<file path="config.mk">
export PLATFORM = sky130hd
export DESIGN_NAME = cssColorTop
export DESIGN_NICKNAME = d
export VERILOG_FILES = /design/src/logic/cssStylePkg.sv /design/src/logic/cssColorTop.sv /design/src/logic/styleCtrl.sv /design/src/logic/colorResolver.sv /design/src/logic/namedColorTable.sv
export SDC_FILE = /design/constraint.sdc
export NUM_CORES = 1
export LEC_CHECK = 0
export ABC_AREA = 1
export CELL_PAD_IN_SITES_DETAIL_PLACEMENT = 1
export CELL_PAD_IN_SITES_GLOBAL_PLACEMENT = 2
export CORE_UTILIZATION = 37
export CTS_CLUSTER_DIAMETER = 200
export DETAILED_ROUTE_END_ITERATION = 6
export DONT_BUFFER_PORTS = 1
export MAX_ROUTING_LAYER = met4
export PLACE_DENSITY_LB_ADDON = 0.1
export SYNTH_ARGS = -nofsm -noshare
export SYNTH_HDL_FRONTEND = slang
export SYNTH_SLANG_ARGS = --single-unit
</file>
<file path="constraint.sdc">
create_clock -name clk -period 5.5 [get_ports clk]
set_input_delay 0.55 -clock clk [delete_from_list [all_inputs] [get_ports clk]]
set_output_delay 0.55 -clock clk [all_outputs]
set_load 0.02 [all_outputs]
</file>
<file path="src/logic/cssStylePkg.sv">
package cssStylePkg;

	typedef logic [9:0] cssIdentT; // css value identifier
	typedef logic [6:0] unitTypeT; // primitive unit type

	// ARGB color with alpha in the top byte
	typedef struct packed
	{
		logic [7:0] alpha;
		logic [7:0] red;
		logic [7:0] green;
		logic [7:0] blue;
	} rgbaT;

	localparam unitTypeT unitIdent = 7'd21; // value is an identifier
	localparam unitTypeT unitRgbColor = 7'd25; // value is an rgb color

	localparam cssIdentT identNone = 10'd0;

	// named colors
	localparam cssIdentT identAqua = 10'd1;
	localparam cssIdentT identBlack = 10'd2;
	localparam cssIdentT identBlue = 10'd3;
	localparam cssIdentT identFuchsia = 10'd4;
	localparam cssIdentT identGray = 10'd5;
	localparam cssIdentT identGreen = 10'd6;
	localparam cssIdentT identGrey = 10'd7;
	localparam cssIdentT identLime = 10'd8;
	localparam cssIdentT identMaroon = 10'd9;
	localparam cssIdentT identNavy = 10'd10;
	localparam cssIdentT identOlive = 10'd11;
	localparam cssIdentT identOrange = 10'd12;
	localparam cssIdentT identPurple = 10'd13;
	localparam cssIdentT identRed = 10'd14;
	localparam cssIdentT identSilver = 10'd15;
	localparam cssIdentT identTeal = 10'd16;
	localparam cssIdentT identTransparent = 10'd17;
	localparam cssIdentT identWhite = 10'd18;
	localparam cssIdentT identYellow = 10'd19;

	// system theme colors
	localparam cssIdentT identActiveborder = 10'd20;
	localparam cssIdentT identActivecaption = 10'd21;
	localparam cssIdentT identAppworkspace = 10'd22;
	localparam cssIdentT identBackground = 10'd23;
	localparam cssIdentT identButtonface = 10'd24;
	localparam cssIdentT identButtonhighlight = 10'd25;
	localparam cssIdentT identButtonshadow = 10'd26;
	localparam cssIdentT identButtontext = 10'd27;
	localparam cssIdentT identCaptiontext = 10'd28;
	localparam cssIdentT identGraytext = 10'd29;
	localparam cssIdentT identHighlight = 10'd30;
	localparam cssIdentT identHighlighttext = 10'd31;
	localparam cssIdentT identInactiveborder = 10'd32;
	localparam cssIdentT identInactivecaption = 10'd33;
	localparam cssIdentT identInactivecaptiontext = 10'd34;
	localparam cssIdentT identInfobackground = 10'd35;
	localparam cssIdentT identInfotext = 10'd36;
	localparam cssIdentT identMenu = 10'd37;
	localparam cssIdentT identMenutext = 10'd38; // no table entry so it resolves to 0

	// document keywords
	localparam cssIdentT identWebkitText = 10'd39;
	localparam cssIdentT identWebkitLink = 10'd40;
	localparam cssIdentT identWebkitActivelink = 10'd41;
	localparam cssIdentT identWebkitFocusRingColor = 10'd42;
	localparam cssIdentT identCurrentcolor = 10'd43;

	// one primitive value plus link flags
	typedef struct packed
	{
		unitTypeT unitType;
		cssIdentT valueIdent; // only meaningful for unitIdent
		rgbaT rgbColor; // only meaningful for unitRgbColor
		logic isLinkElement;
		logic forVisitedLink;
	} styleRequestT;

	// colors taken from the document and parent style
	typedef struct packed
	{
		rgbaT textColor;
		rgbaT linkColor;
		rgbaT visitedLinkColor;
		rgbaT activeLinkColor;
		rgbaT inheritedColor;
	} documentColorsT;

	// request controller states
	typedef enum logic [1:0]
	{
		stateIdle,
		stateLookup,
		stateResolve,
		stateHold
	} ctrlStateT;

endpackage
</file>
<file path="src/logic/cssColorTop.sv">
`timescale 1ns/1ps

module cssColorTop
#(
	parameter cssStylePkg::rgbaT focusRingColor = 32'hFFFFFFFF
)
(
	input logic clk,
	input logic arstN,
	input logic req,
	input cssStylePkg::styleRequestT request,
	input cssStylePkg::documentColorsT docColors,
	output logic ack,
	output cssStylePkg::rgbaT color
);

	cssStylePkg::styleRequestT heldRequest;
	cssStylePkg::documentColorsT heldColors;
	cssStylePkg::cssIdentT lookupIdent;
	cssStylePkg::rgbaT namedColor;
	cssStylePkg::rgbaT resolvedColor;

	styleCtrl ctrl0
	(
		.clk(clk),
		.arstN(arstN),
		.req(req),
		.request(request),
		.docColors(docColors),
		.resolvedColor(resolvedColor),
		.heldRequest(heldRequest),
		.heldColors(heldColors),
		.ack(ack),
		.color(color)
	);

	colorResolver #(.focusRingColor(focusRingColor)) resolve0
	(
		.heldRequest(heldRequest),
		.heldColors(heldColors),
		.namedColor(namedColor),
		.lookupIdent(lookupIdent),
		.resolvedColor(resolvedColor)
	);

	namedColorTable table0
	(
		.clk(clk),
		.arstN(arstN),
		.lookupIdent(lookupIdent),
		.namedColor(namedColor)
	);

endmodule

</file>
<file path="src/logic/styleCtrl.sv">
`timescale 1ns/1ps

module styleCtrl
(
	input logic clk,
	input logic arstN,
	input logic req,
	input cssStylePkg::styleRequestT request,
	input cssStylePkg::documentColorsT docColors,
	input cssStylePkg::rgbaT resolvedColor,
	output cssStylePkg::styleRequestT heldRequest,
	output cssStylePkg::documentColorsT heldColors,
	output logic ack,
	output cssStylePkg::rgbaT color
);

	cssStylePkg::ctrlStateT state;
	cssStylePkg::ctrlStateT stateNext;
	logic accept;

	assign accept = (state == cssStylePkg::stateIdle) && req;

	always_comb
	begin
		stateNext = state;
		case (state)
			cssStylePkg::stateIdle:
			begin
				if (req)
				begin
					stateNext = cssStylePkg::stateLookup;
				end
			end
			cssStylePkg::stateLookup: stateNext = cssStylePkg::stateResolve; // table registers here
			cssStylePkg::stateResolve: stateNext = cssStylePkg::stateHold; // color registers here
			cssStylePkg::stateHold:
			begin
				if (!req)
				begin
					stateNext = cssStylePkg::stateIdle; // requester finished
				end
			end
			default: stateNext = cssStylePkg::stateIdle;
		endcase
	end

	always_ff @(posedge clk or negedge arstN)
	begin
		if (!arstN)
		begin
			state <= cssStylePkg::stateIdle;
		end
		else
		begin
			state <= stateNext;
		end
	end

	// request and document colors stay put until the next accept
	always_ff @(posedge clk)
	begin
		if (accept)
		begin
			heldRequest <= request;
			heldColors <= docColors;
		end
	end

	always_ff @(posedge clk or negedge arstN)
	begin
		if (!arstN)
		begin
			color <= '0;
		end
		else if (state == cssStylePkg::stateResolve)
		begin
			color <= resolvedColor; // stable through hold
		end
	end

	assign ack = state == cssStylePkg::stateHold;

endmodule

</file>
<file path="src/logic/colorResolver.sv">
`timescale 1ns/1ps

module colorResolver
#(
	parameter cssStylePkg::rgbaT focusRingColor = 32'hFFFFFFFF
)
(
	input cssStylePkg::styleRequestT heldRequest,
	input cssStylePkg::documentColorsT heldColors,
	input cssStylePkg::rgbaT namedColor,
	output cssStylePkg::cssIdentT lookupIdent,
	output cssStylePkg::rgbaT resolvedColor
);

	logic isIdent;
	logic isRgbColor;
	logic useVisited;
	cssStylePkg::rgbaT linkColor;
	cssStylePkg::rgbaT identColor;

	assign isIdent = heldRequest.unitType == cssStylePkg::unitIdent;
	assign isRgbColor = heldRequest.unitType == cssStylePkg::unitRgbColor;

	// identifier only counts for an ident unit type
	assign lookupIdent = isIdent ? heldRequest.valueIdent : cssStylePkg::identNone;

	// visited color needs a real link element
	assign useVisited = heldRequest.isLinkElement & heldRequest.forVisitedLink;
	assign linkColor = useVisited ? heldColors.visitedLinkColor : heldColors.linkColor;

	always_comb
	begin
		case (lookupIdent)
			cssStylePkg::identNone: identColor = '0;
			cssStylePkg::identWebkitText: identColor = heldColors.textColor;
			cssStylePkg::identWebkitLink: identColor = linkColor;
			cssStylePkg::identWebkitActivelink: identColor = heldColors.activeLinkColor;
			cssStylePkg::identWebkitFocusRingColor: identColor = focusRingColor; // theme constant
			cssStylePkg::identCurrentcolor: identColor = heldColors.inheritedColor;
			default: identColor = namedColor; // table result or 0 if no entry
		endcase
	end

	// rgb values bypass the identifier path
	assign resolvedColor = isRgbColor ? heldRequest.rgbColor : identColor;

endmodule

</file>
<file path="src/logic/namedColorTable.sv">
`timescale 1ns/1ps

module namedColorTable
(
	input logic clk,
	input logic arstN,
	input cssStylePkg::cssIdentT lookupIdent,
	output cssStylePkg::rgbaT namedColor
);

	cssStylePkg::rgbaT tableColor;

	always_comb
	begin
		case (lookupIdent)
			cssStylePkg::identAqua: tableColor = 32'hFF00FFFF;
			cssStylePkg::identBlack: tableColor = 32'hFF000000;
			cssStylePkg::identBlue: tableColor = 32'hFF0000FF;
			cssStylePkg::identFuchsia: tableColor = 32'hFFFF00FF;
			cssStylePkg::identGray: tableColor = 32'hFF808080;
			cssStylePkg::identGreen: tableColor = 32'hFF008000;
			cssStylePkg::identGrey: tableColor = 32'hFF808080;
			cssStylePkg::identLime: tableColor = 32'hFF00FF00;
			cssStylePkg::identMaroon: tableColor = 32'hFF800000;
			cssStylePkg::identNavy: tableColor = 32'hFF000080;
			cssStylePkg::identOlive: tableColor = 32'hFF808000;
			cssStylePkg::identOrange: tableColor = 32'hFFFFA500;
			cssStylePkg::identPurple: tableColor = 32'hFF800080;
			cssStylePkg::identRed: tableColor = 32'hFFFF0000;
			cssStylePkg::identSilver: tableColor = 32'hFFC0C0C0;
			cssStylePkg::identTeal: tableColor = 32'hFF008080;
			cssStylePkg::identTransparent: tableColor = 32'h00000000; // alpha zero
			cssStylePkg::identWhite: tableColor = 32'hFFFFFFFF;
			cssStylePkg::identYellow: tableColor = 32'hFFFFFF00;
			// system theme entries follow the default theme
			cssStylePkg::identActiveborder: tableColor = 32'hFFFFFFFF;
			cssStylePkg::identActivecaption: tableColor = 32'hFFCCCCCC;
			cssStylePkg::identAppworkspace: tableColor = 32'hFFFFFFFF;
			cssStylePkg::identBackground: tableColor = 32'hFF6363CE;
			cssStylePkg::identButtonface: tableColor = 32'hFFC0C0C0;
			cssStylePkg::identButtonhighlight: tableColor = 32'hFFDDDDDD;
			cssStylePkg::identButtonshadow: tableColor = 32'hFF888888;
			cssStylePkg::identButtontext: tableColor = 32'hFF000000;
			cssStylePkg::identCaptiontext: tableColor = 32'hFF000000;
			cssStylePkg::identGraytext: tableColor = 32'hFF808080;
			cssStylePkg::identHighlight: tableColor = 32'hFFB5D5FF;
			cssStylePkg::identHighlighttext: tableColor = 32'hFF000000;
			cssStylePkg::identInactiveborder: tableColor = 32'hFFFFFFFF;
			cssStylePkg::identInactivecaption: tableColor = 32'hFFFFFFFF;
			cssStylePkg::identInactivecaptiontext: tableColor = 32'hFF7F7F7F;
			cssStylePkg::identInfobackground: tableColor = 32'hFFFBFCC5;
			cssStylePkg::identInfotext: tableColor = 32'hFF000000;
			cssStylePkg::identMenu: tableColor = 32'hFFC0C0C0;
			default: tableColor = 32'h00000000; // menutext, keywords and unknown codes
		endcase
	end

	// one cycle from lookupIdent to namedColor
	always_ff @(posedge clk or negedge arstN)
	begin
		if (!arstN)
		begin
			namedColor <= '0;
		end
		else
		begin
			namedColor <= tableColor;
		end
	end

endmodule

</file>
==> results.json, run 1 <==
{
  "yosys_warnings": 0,
  "cp.arrival_ns": 4.20,
  "slew_headroom": 0.414,
  "async_flop_share": 0.219,
  "end_kind": "flip-flop",
  "swShare": 0.255,
  "drt_iter0_markers": 396,
  "critPathLaunchType": "flip-flop",
  "combinationalPowerShare": 0.108,
  "fill_cells": 3281,
  "routabilityCongestion": 0.864,
  "synth_cell_type_count": 26,
  "synth_flop_cell": "edfxtp_1",
  "layout_common_cells": "nand3_1, edfxtp_1, nand2_1, inv_1, dfrtp_1",
  "critPathMaxStageDelay_ns": 0.50,
  "numCtsBuffers": 31,
  "yosys.area_share.simple": 0.192,
  "grt_max_degree": 115,
  "intPower_mw": 3.86,
  "gr-usage-all-layers": 0.210,
  "numClockSinks": 270,
  "port_buffers": 0,
  "drc": 0,
  "max_freq_mhz": 271,
  "crit_path_frequent_cell": "nand2_1",
  "setup_viol": 0,
  "cp_max_fo": 33,
  "hpwlAfterDp_um": 22500,
  "rows": 64,
  "die_area_um2": 32000,
  "worst_ep_required_time_ns": 6.00,
  "syn-num-nets": 1261,
  "grt_pass1_wl_um": 48100,
  "rsz0062_at_grt": "false",
  "finalMaxSlewViolations": 0,
  "finalCritPeriodShare": 0.672,
  "path_clk_slew_ns": 0.06,
  "status": "finished clean",
  "synth-adder-area-share": 0.0119,
  "die_x_um": 179,
  "synth_top_family_by_area": "simple AND/OR/NAND/NOR gates",
  "synth.area.mux_share": 0.0321,
  "grt_pass1_vias": 7920,
  "antenna_left": 0,
  "cp_slowest_cell": "nor2_4",
  "synth_top_area_share": 0.548,
  "power_frac_seq": 0.509,
  "yosysSeqAreaShare": 0.675,
  "syn_area_per_cell_um2": 11.2,
  "nNetsFinal": 1251,
  "worst_pin_slew_ns": 0.876,
  "peakVddDrop_v": 0.000264,
  "synth-seq-cells": 270,
  "first_pass_iters": 6,
  "fin_crit_ns": 3.70,
  "place_area_um2": 11900,
  "avgViaCountPerCell": 5.18,
  "power.density_nw_per_um2": 400,
  "synth-xor-area-share": 0,
  "grt-ovfl-total": 0,
  "clk_latency_ns": 0.57,
  "cts_hold_buf": 2,
  "post_cts_resized": 0,
  "netlist_top_cells_area": "edfxtp_1, dfrtp_1, nand3_1, nand2_1, mux2_2",
  "dieHeight_um": 179,
  "clockPowerShare": 0.383,
  "layout_setup_ws_ns": 1.80,
  "syn_area_um2": 11600,
  "p_leak_nw": 5.34,
  "path_cells": "inv_1, nand2_1, nor2_4, nand2_1, nor2_1, inv_1, ha_1, nand2_1, inv_2, nand2_1, nand2_1, nor2_4, nand3_1, nand3_1, nand2_1, nand2_1",
  "final_cell_area_um2": 12900,
  "synth_cells": 1036,
  "synth-edff-count": 211,
  "critPathBufInv": 3,
  "cts_setup_buffers": 0,
  "hold_violations": 0,
  "final_common_cell": "nand3_1",
  "finalWirelength_um": 32700,
  "routedWlPerCell_um": 22.5,
  "p_sw_mw": 1.32,
  "root_buffer": "clkbuf_16",
  "pre_cts_ws_ns": 1.78,
  "cp_top_family": "simple AND/OR/NAND/NOR gates",
  "areaGrowthSynthToFinish_pct": 11.9,
  "clockBufferDepth": 3,
  "fin_setup_tns_ns": 0,
  "ios": 247,
  "drive_above_1_share": 0.102,
  "crit_type": "reg2reg",
  "skew_ns": 0.0106,
  "synth_compound_area_frac": 0.0420,
  "yosysTopAreaCell": "edfxtp_1",
  "worstHoldPathType": "in2reg",
  "h-tree-depth": 1,
  "cts_tree": "built",
  "initial_core_util": 0.377,
  "core-area_um2": 30700,
  "antenna_found_initial": 8,
  "num_vias": 7538,
  "max_cap_viol_count": 0
}
## path summary, 6_finish.rpt
kind / start / to / slack [ns] / cells after the start
max: ctrl0.heldRequest[47] / ctrl0.color[24] / 1.80 / 16
min: docColors[109] / ctrl0.heldColors[109] / 0.08 / 0
max reg2reg: ctrl0.heldRequest[47] / ctrl0.color[24] / 1.80 / 16
min reg2reg: ctrl0.heldRequest[23] / ctrl0.color[21] / 0.55 / 4
max in group asynchronous: arstN / ctrl0.state[0] / 4.67 / 2
min in group asynchronous: arstN / ctrl0.state[1] / 0.55 / 2
## worst register-to-register path: cells and delay by family, from the launching register on
kind          cells  cell delay (ns)
simple gates     12             2.41
flops             1             0.41
fa+ha+maj         1             0.28
buf+inv           3             0.54
## kinds of logic after synthesis
logic type                 Yosys count
AOI/OAI and AO/OA                   92
adders and majority gates           11
buffers and inverters              132
DFF                                270
muxes                               33
and+or+nand+nor                    498
## cell usage after synthesis, types with 9 or more instances
cell type and number:
a21oi_1 24, inv_2 11, o21ai_1 9, nand3_1 237
nand2_1 197, ha_1 11, nor2_1 50, inv_1 64
edfxtp_1 211, mux2_2 33, o21ai_0 49, dfrtp_1 59
clkbuf_1 27, buf_2 23
## power groups by stage
stage	clock [mW]	combinational [mW]	sequential, mW
after detailed placement	0	0.569	2.68
after global routing	2.11	0.641	2.66
after CTS	2.04	0.582	2.64
after floorplan	0	0.400	2.71
final	1.98	0.560	2.64
after global placement	0	0.560	2.67
## layer usage
layer / track usage / share of wire / wire length (um) / up-vias
met5: - / 0 / 0 / -
li1: - / - / - / 3610
met2: 0.355 / 0.51 / 16600 / 184
met3: 0.0460 / 0.050 / 1650 / 45
met4: 0.0618 / 0.022 / 726 / 0
met1: 0.250 / 0.42 / 13700 / 3699
## layout make-up
| class | instances | area, um2 | share of cell area |
|---|---|---|---|
| inverter | 76 | 293 | 0.0226 |
| clock buffer | 39 | 806 | 0.0623 |
| clock inverter | 19 | 175 | 0.0135 |
| timing repair buffer | 13 | 120 | 0.00928 |
| tap | 396 | 495 | 0.0383 |
| antenna | 8 | 20.0 | 0.00155 |
| sequential | 270 | 7810 | 0.604 |
| multi-input combinational | 634 | 3220 | 0.249 |
## sequential cells by signal, summed over array words and instances (netlist names)
name               cells
ctrl0.heldRequest     51
ctrl0.heldColors     160
ctrl0.color           32
ctrl0.state            2
table0.namedColor     25
## per-stage QoR
step / utilization / hold WS [ns] / std cells / power [mW]
after CTS: 0.421 / 0.0388 / 1447 / 5.27
after floorplan: - / 0.254 / 1036 / 3.11
after global placement: 0.388 / 0.257 / 1387 / 3.23
after global routing: 0.422 / 0.0446 / 1455 / 5.42
after detailed placement: 0.388 / 0.257 / 1387 / 3.25
final: 0.422 / 0.0757 / 1455 / 5.18
Note: power is estimated with default switching activity, not from simulation.
==> run 2, diff against run 1 <==
==> constraint.sdc (replaced) <==
create_clock -name clk -period 3.28 [get_ports clk]
set_input_delay 0.328 -clock clk [delete_from_list [all_inputs] [get_ports clk]]
set_output_delay 0.328 -clock clk [all_outputs]
set_load 0.02 [all_outputs]
==> run 2 against run 1 <==
Core utilization grew 7.2 points. Clock skew rose by 0.0079 ns. Clock-buffer cell count down 5. Total power is 74% higher.
==> results.json, run 2 (same netlist as run 1, synthesis figures left out) <==
{
  "layout_common_cells": "nand3_1, dlygate4sd3_1, edfxtp_1, nand2_1, inv_1",
  "antenna_left": 0,
  "num_vias": 8448,
  "p_sw_mw": 2.34,
  "finalWirelength_um": 36100,
  "combinationalPowerShare": 0.137,
  "cts_tree": "built",
  "hold_violations": 0,
  "cp_max_fo": 32,
  "place_area_um2": 12000,
  "critPathLaunchType": "flip-flop",
  "holdPathStages": 2,
  "grt_pass1_vias": 8987,
  "setup_viol": 0,
  "finalCritPeriodShare": 0.858,
  "ios": 247,
  "grt_max_degree": 82,
  "areaGrowthSynthToFinish_pct": 31.1,
  "clockBufferDepth": 3,
  "worst_ep_required_time_ns": 3.78,
  "r2r-end": "ctrl0.color[21]",
  "numClockSinks": 270,
  "final_common_cell": "nand3_1",
  "worstHoldPathType": "in2reg",
  "drc": 0,
  "final_cell_area_um2": 15200,
  "max_cap_viol_count": 0,
  "skew_ns": 0.0185,
  "status": "finished clean",
  "grt-ovfl-total": 0,
  "post_cts_resized": 0,
  "reg2regPathDepth": 14,
  "numCtsBuffers": 31,
  "numPlacedInstances": 1397,
  "core-area_um2": 30700,
  "antenna_found_initial": 2,
  "intPower_mw": 6.66,
  "h-tree-depth": 1,
  "hold-worst-slack_ns": 0.0566,
  "largest_reg_flops": 160,
  "peakVddDrop_v": 0.000452,
  "min_from": "req",
  "top_register": "ctrl0.heldColors",
  "initial_core_util": 0.377,
  "slew_headroom": 0.517,
  "r2r_setup_slack_ns": 0.47,
  "end_kind": "flip-flop",
  "rows": 64,
  "power_mw": 9.00,
  "path_clk_slew_ns": 0.06,
  "first_pass_iters": 4,
  "max_freq_mhz": 355,
  "root_buffer": "clkbuf_16",
  "drive_above_1_share": 0.0992,
  "fin_crit_ns": 2.81,
  "hold_end": "ctrl0.state[1]",
  "power_frac_seq": 0.492,
  "die_x_um": 179,
  "reg2reg_from": "ctrl0.heldRequest[49]",
  "worst_pin_slew_ns": 0.725,
  "port_buffers": 0,
  "final_util": 0.494,
  "gr-usage-all-layers": 0.234,
  "cts_setup_buffers": 0,
  "avgViaCountPerCell": 5.06,
  "cp.arrival_ns": 3.31,
  "hpwlAfterDp_um": 23600,
  "rsz0062_at_grt": "false",
  "swShare": 0.260,
  "dieHeight_um": 179,
  "clockPowerShare": 0.370,
  "die_area_um2": 32000,
  "drt_iter0_markers": 452,
  "finalMaxSlewViolations": 0,
  "final_cells": 1668,
  "power.density_nw_per_um2": 593,
  "routedWlPerCell_um": 21.6,
  "routabilityCongestion": 0.868,
  "nNetsFinal": 1472,
  "grt_pass1_wl_um": 53700,
  "p_leak_nw": 6.30,
  "largestRegisters": "ctrl0.heldColors: 160 flops, ctrl0.heldRequest: 51 flops, ctrl0.color: 32 flops",
  "clk_latency_ns": 0.57,
  "crit_type": "reg2reg"
}
-- run 2: cell count changes in the layout (fill, tap and decap cells not counted), sizes merged --
cell	before	now
clkinv	14	18
clkbuf	39	34
buf	12	22
dlygate4sd3	1	212
clkinvlp	2	1
diode	8	2
-- run 2: final cells by class --
| type | count | area (um2) |
|---|---|---|
| Multi-Input combinational cell | 634 | 3230 |
| Sequential cell | 270 | 7810 |
| Tap cell | 396 | 495 |
| Fill cell | 3241 | 15500 |
| Inverter | 76 | 289 |
| Timing Repair Buffer | 234 | 2360 |
| Clock buffer | 34 | 787 |
| Antenna cell | 2 | 5.00 |
| Clock inverter | 22 | 184 |
-- run 2: power groups by stage --
| stage | Combinational [mW] | Clock (mW) | Sequential [mW] |
|---|---|---|---|
| 2_1_floorplan | 0.688 | 0 | 4.50 |
| 3_5_place_dp | 1.03 | 0 | 4.49 |
| 3_3_place_gp | 1.03 | 0 | 4.48 |
| 5_1_grt | 1.38 | 3.55 | 4.47 |
| 4_1_cts | 1.27 | 3.41 | 4.43 |
| 6_report | 1.24 | 3.33 | 4.43 |
-- run 2: per-layer routing --
layer / vias up / wire length (um) / share of wire / track usage
met5: - / 0 / 0 / -
met4: 0 / 780 / 0.022 / 0.0558
met2: 208 / 18800 / 0.52 / 0.413
met1: 4154 / 14900 / 0.41 / 0.280
met3: 42 / 1640 / 0.045 / 0.0335
li1: 4044 / - / - / -
-- run 2: worst max-delay path by stage --
stage,start,to,slack (ns),cells past startpoint
after floorplan,ctrl0.state[1],ctrl0.heldColors[0],-0.89,4
after global placement,ctrl0.heldRequest[47],ctrl0.color[12],0.48,15
after detailed placement,ctrl0.heldRequest[49],ctrl0.color[21],0.42,14
after CTS,ctrl0.heldRequest[49],ctrl0.color[21],0.41,14
after global routing,ctrl0.heldRequest[49],ctrl0.color[27],0.17,16
final,ctrl0.heldRequest[49],ctrl0.color[21],0.47,14
-- run 2: per-stage QoR --
stage / setup slack [ns] / setup TNS (ns)
after global routing: 0.175 / 0
final: 0.466 / 0
after detailed placement: 0.418 / 0
after floorplan: -0.887 / -187.15
after global placement: 0.477 / 0
after CTS: 0.410 / 0
-- run 2: critical path, stage by stage, from the launching register on --
cell,delay [ns]
edfxtp_1,0.38
inv_1,0.06
nand2_1,0.08
nor2_4,0.18
nand2_1,0.15
nor2_2,0.23
ha_1,0.33
nand2_1,0.12
inv_2,0.51
nand3_1,0.16
nand3_1,0.16
nor2_1,0.06
nand3_1,0.17
nand2_1,0.08
nand2_1,0.06
-- run 2: timing repair --
item,CTS,global route
hold endpoints to repair,270,0
setup endpoints to repair,0,0
hold buffers,213,0
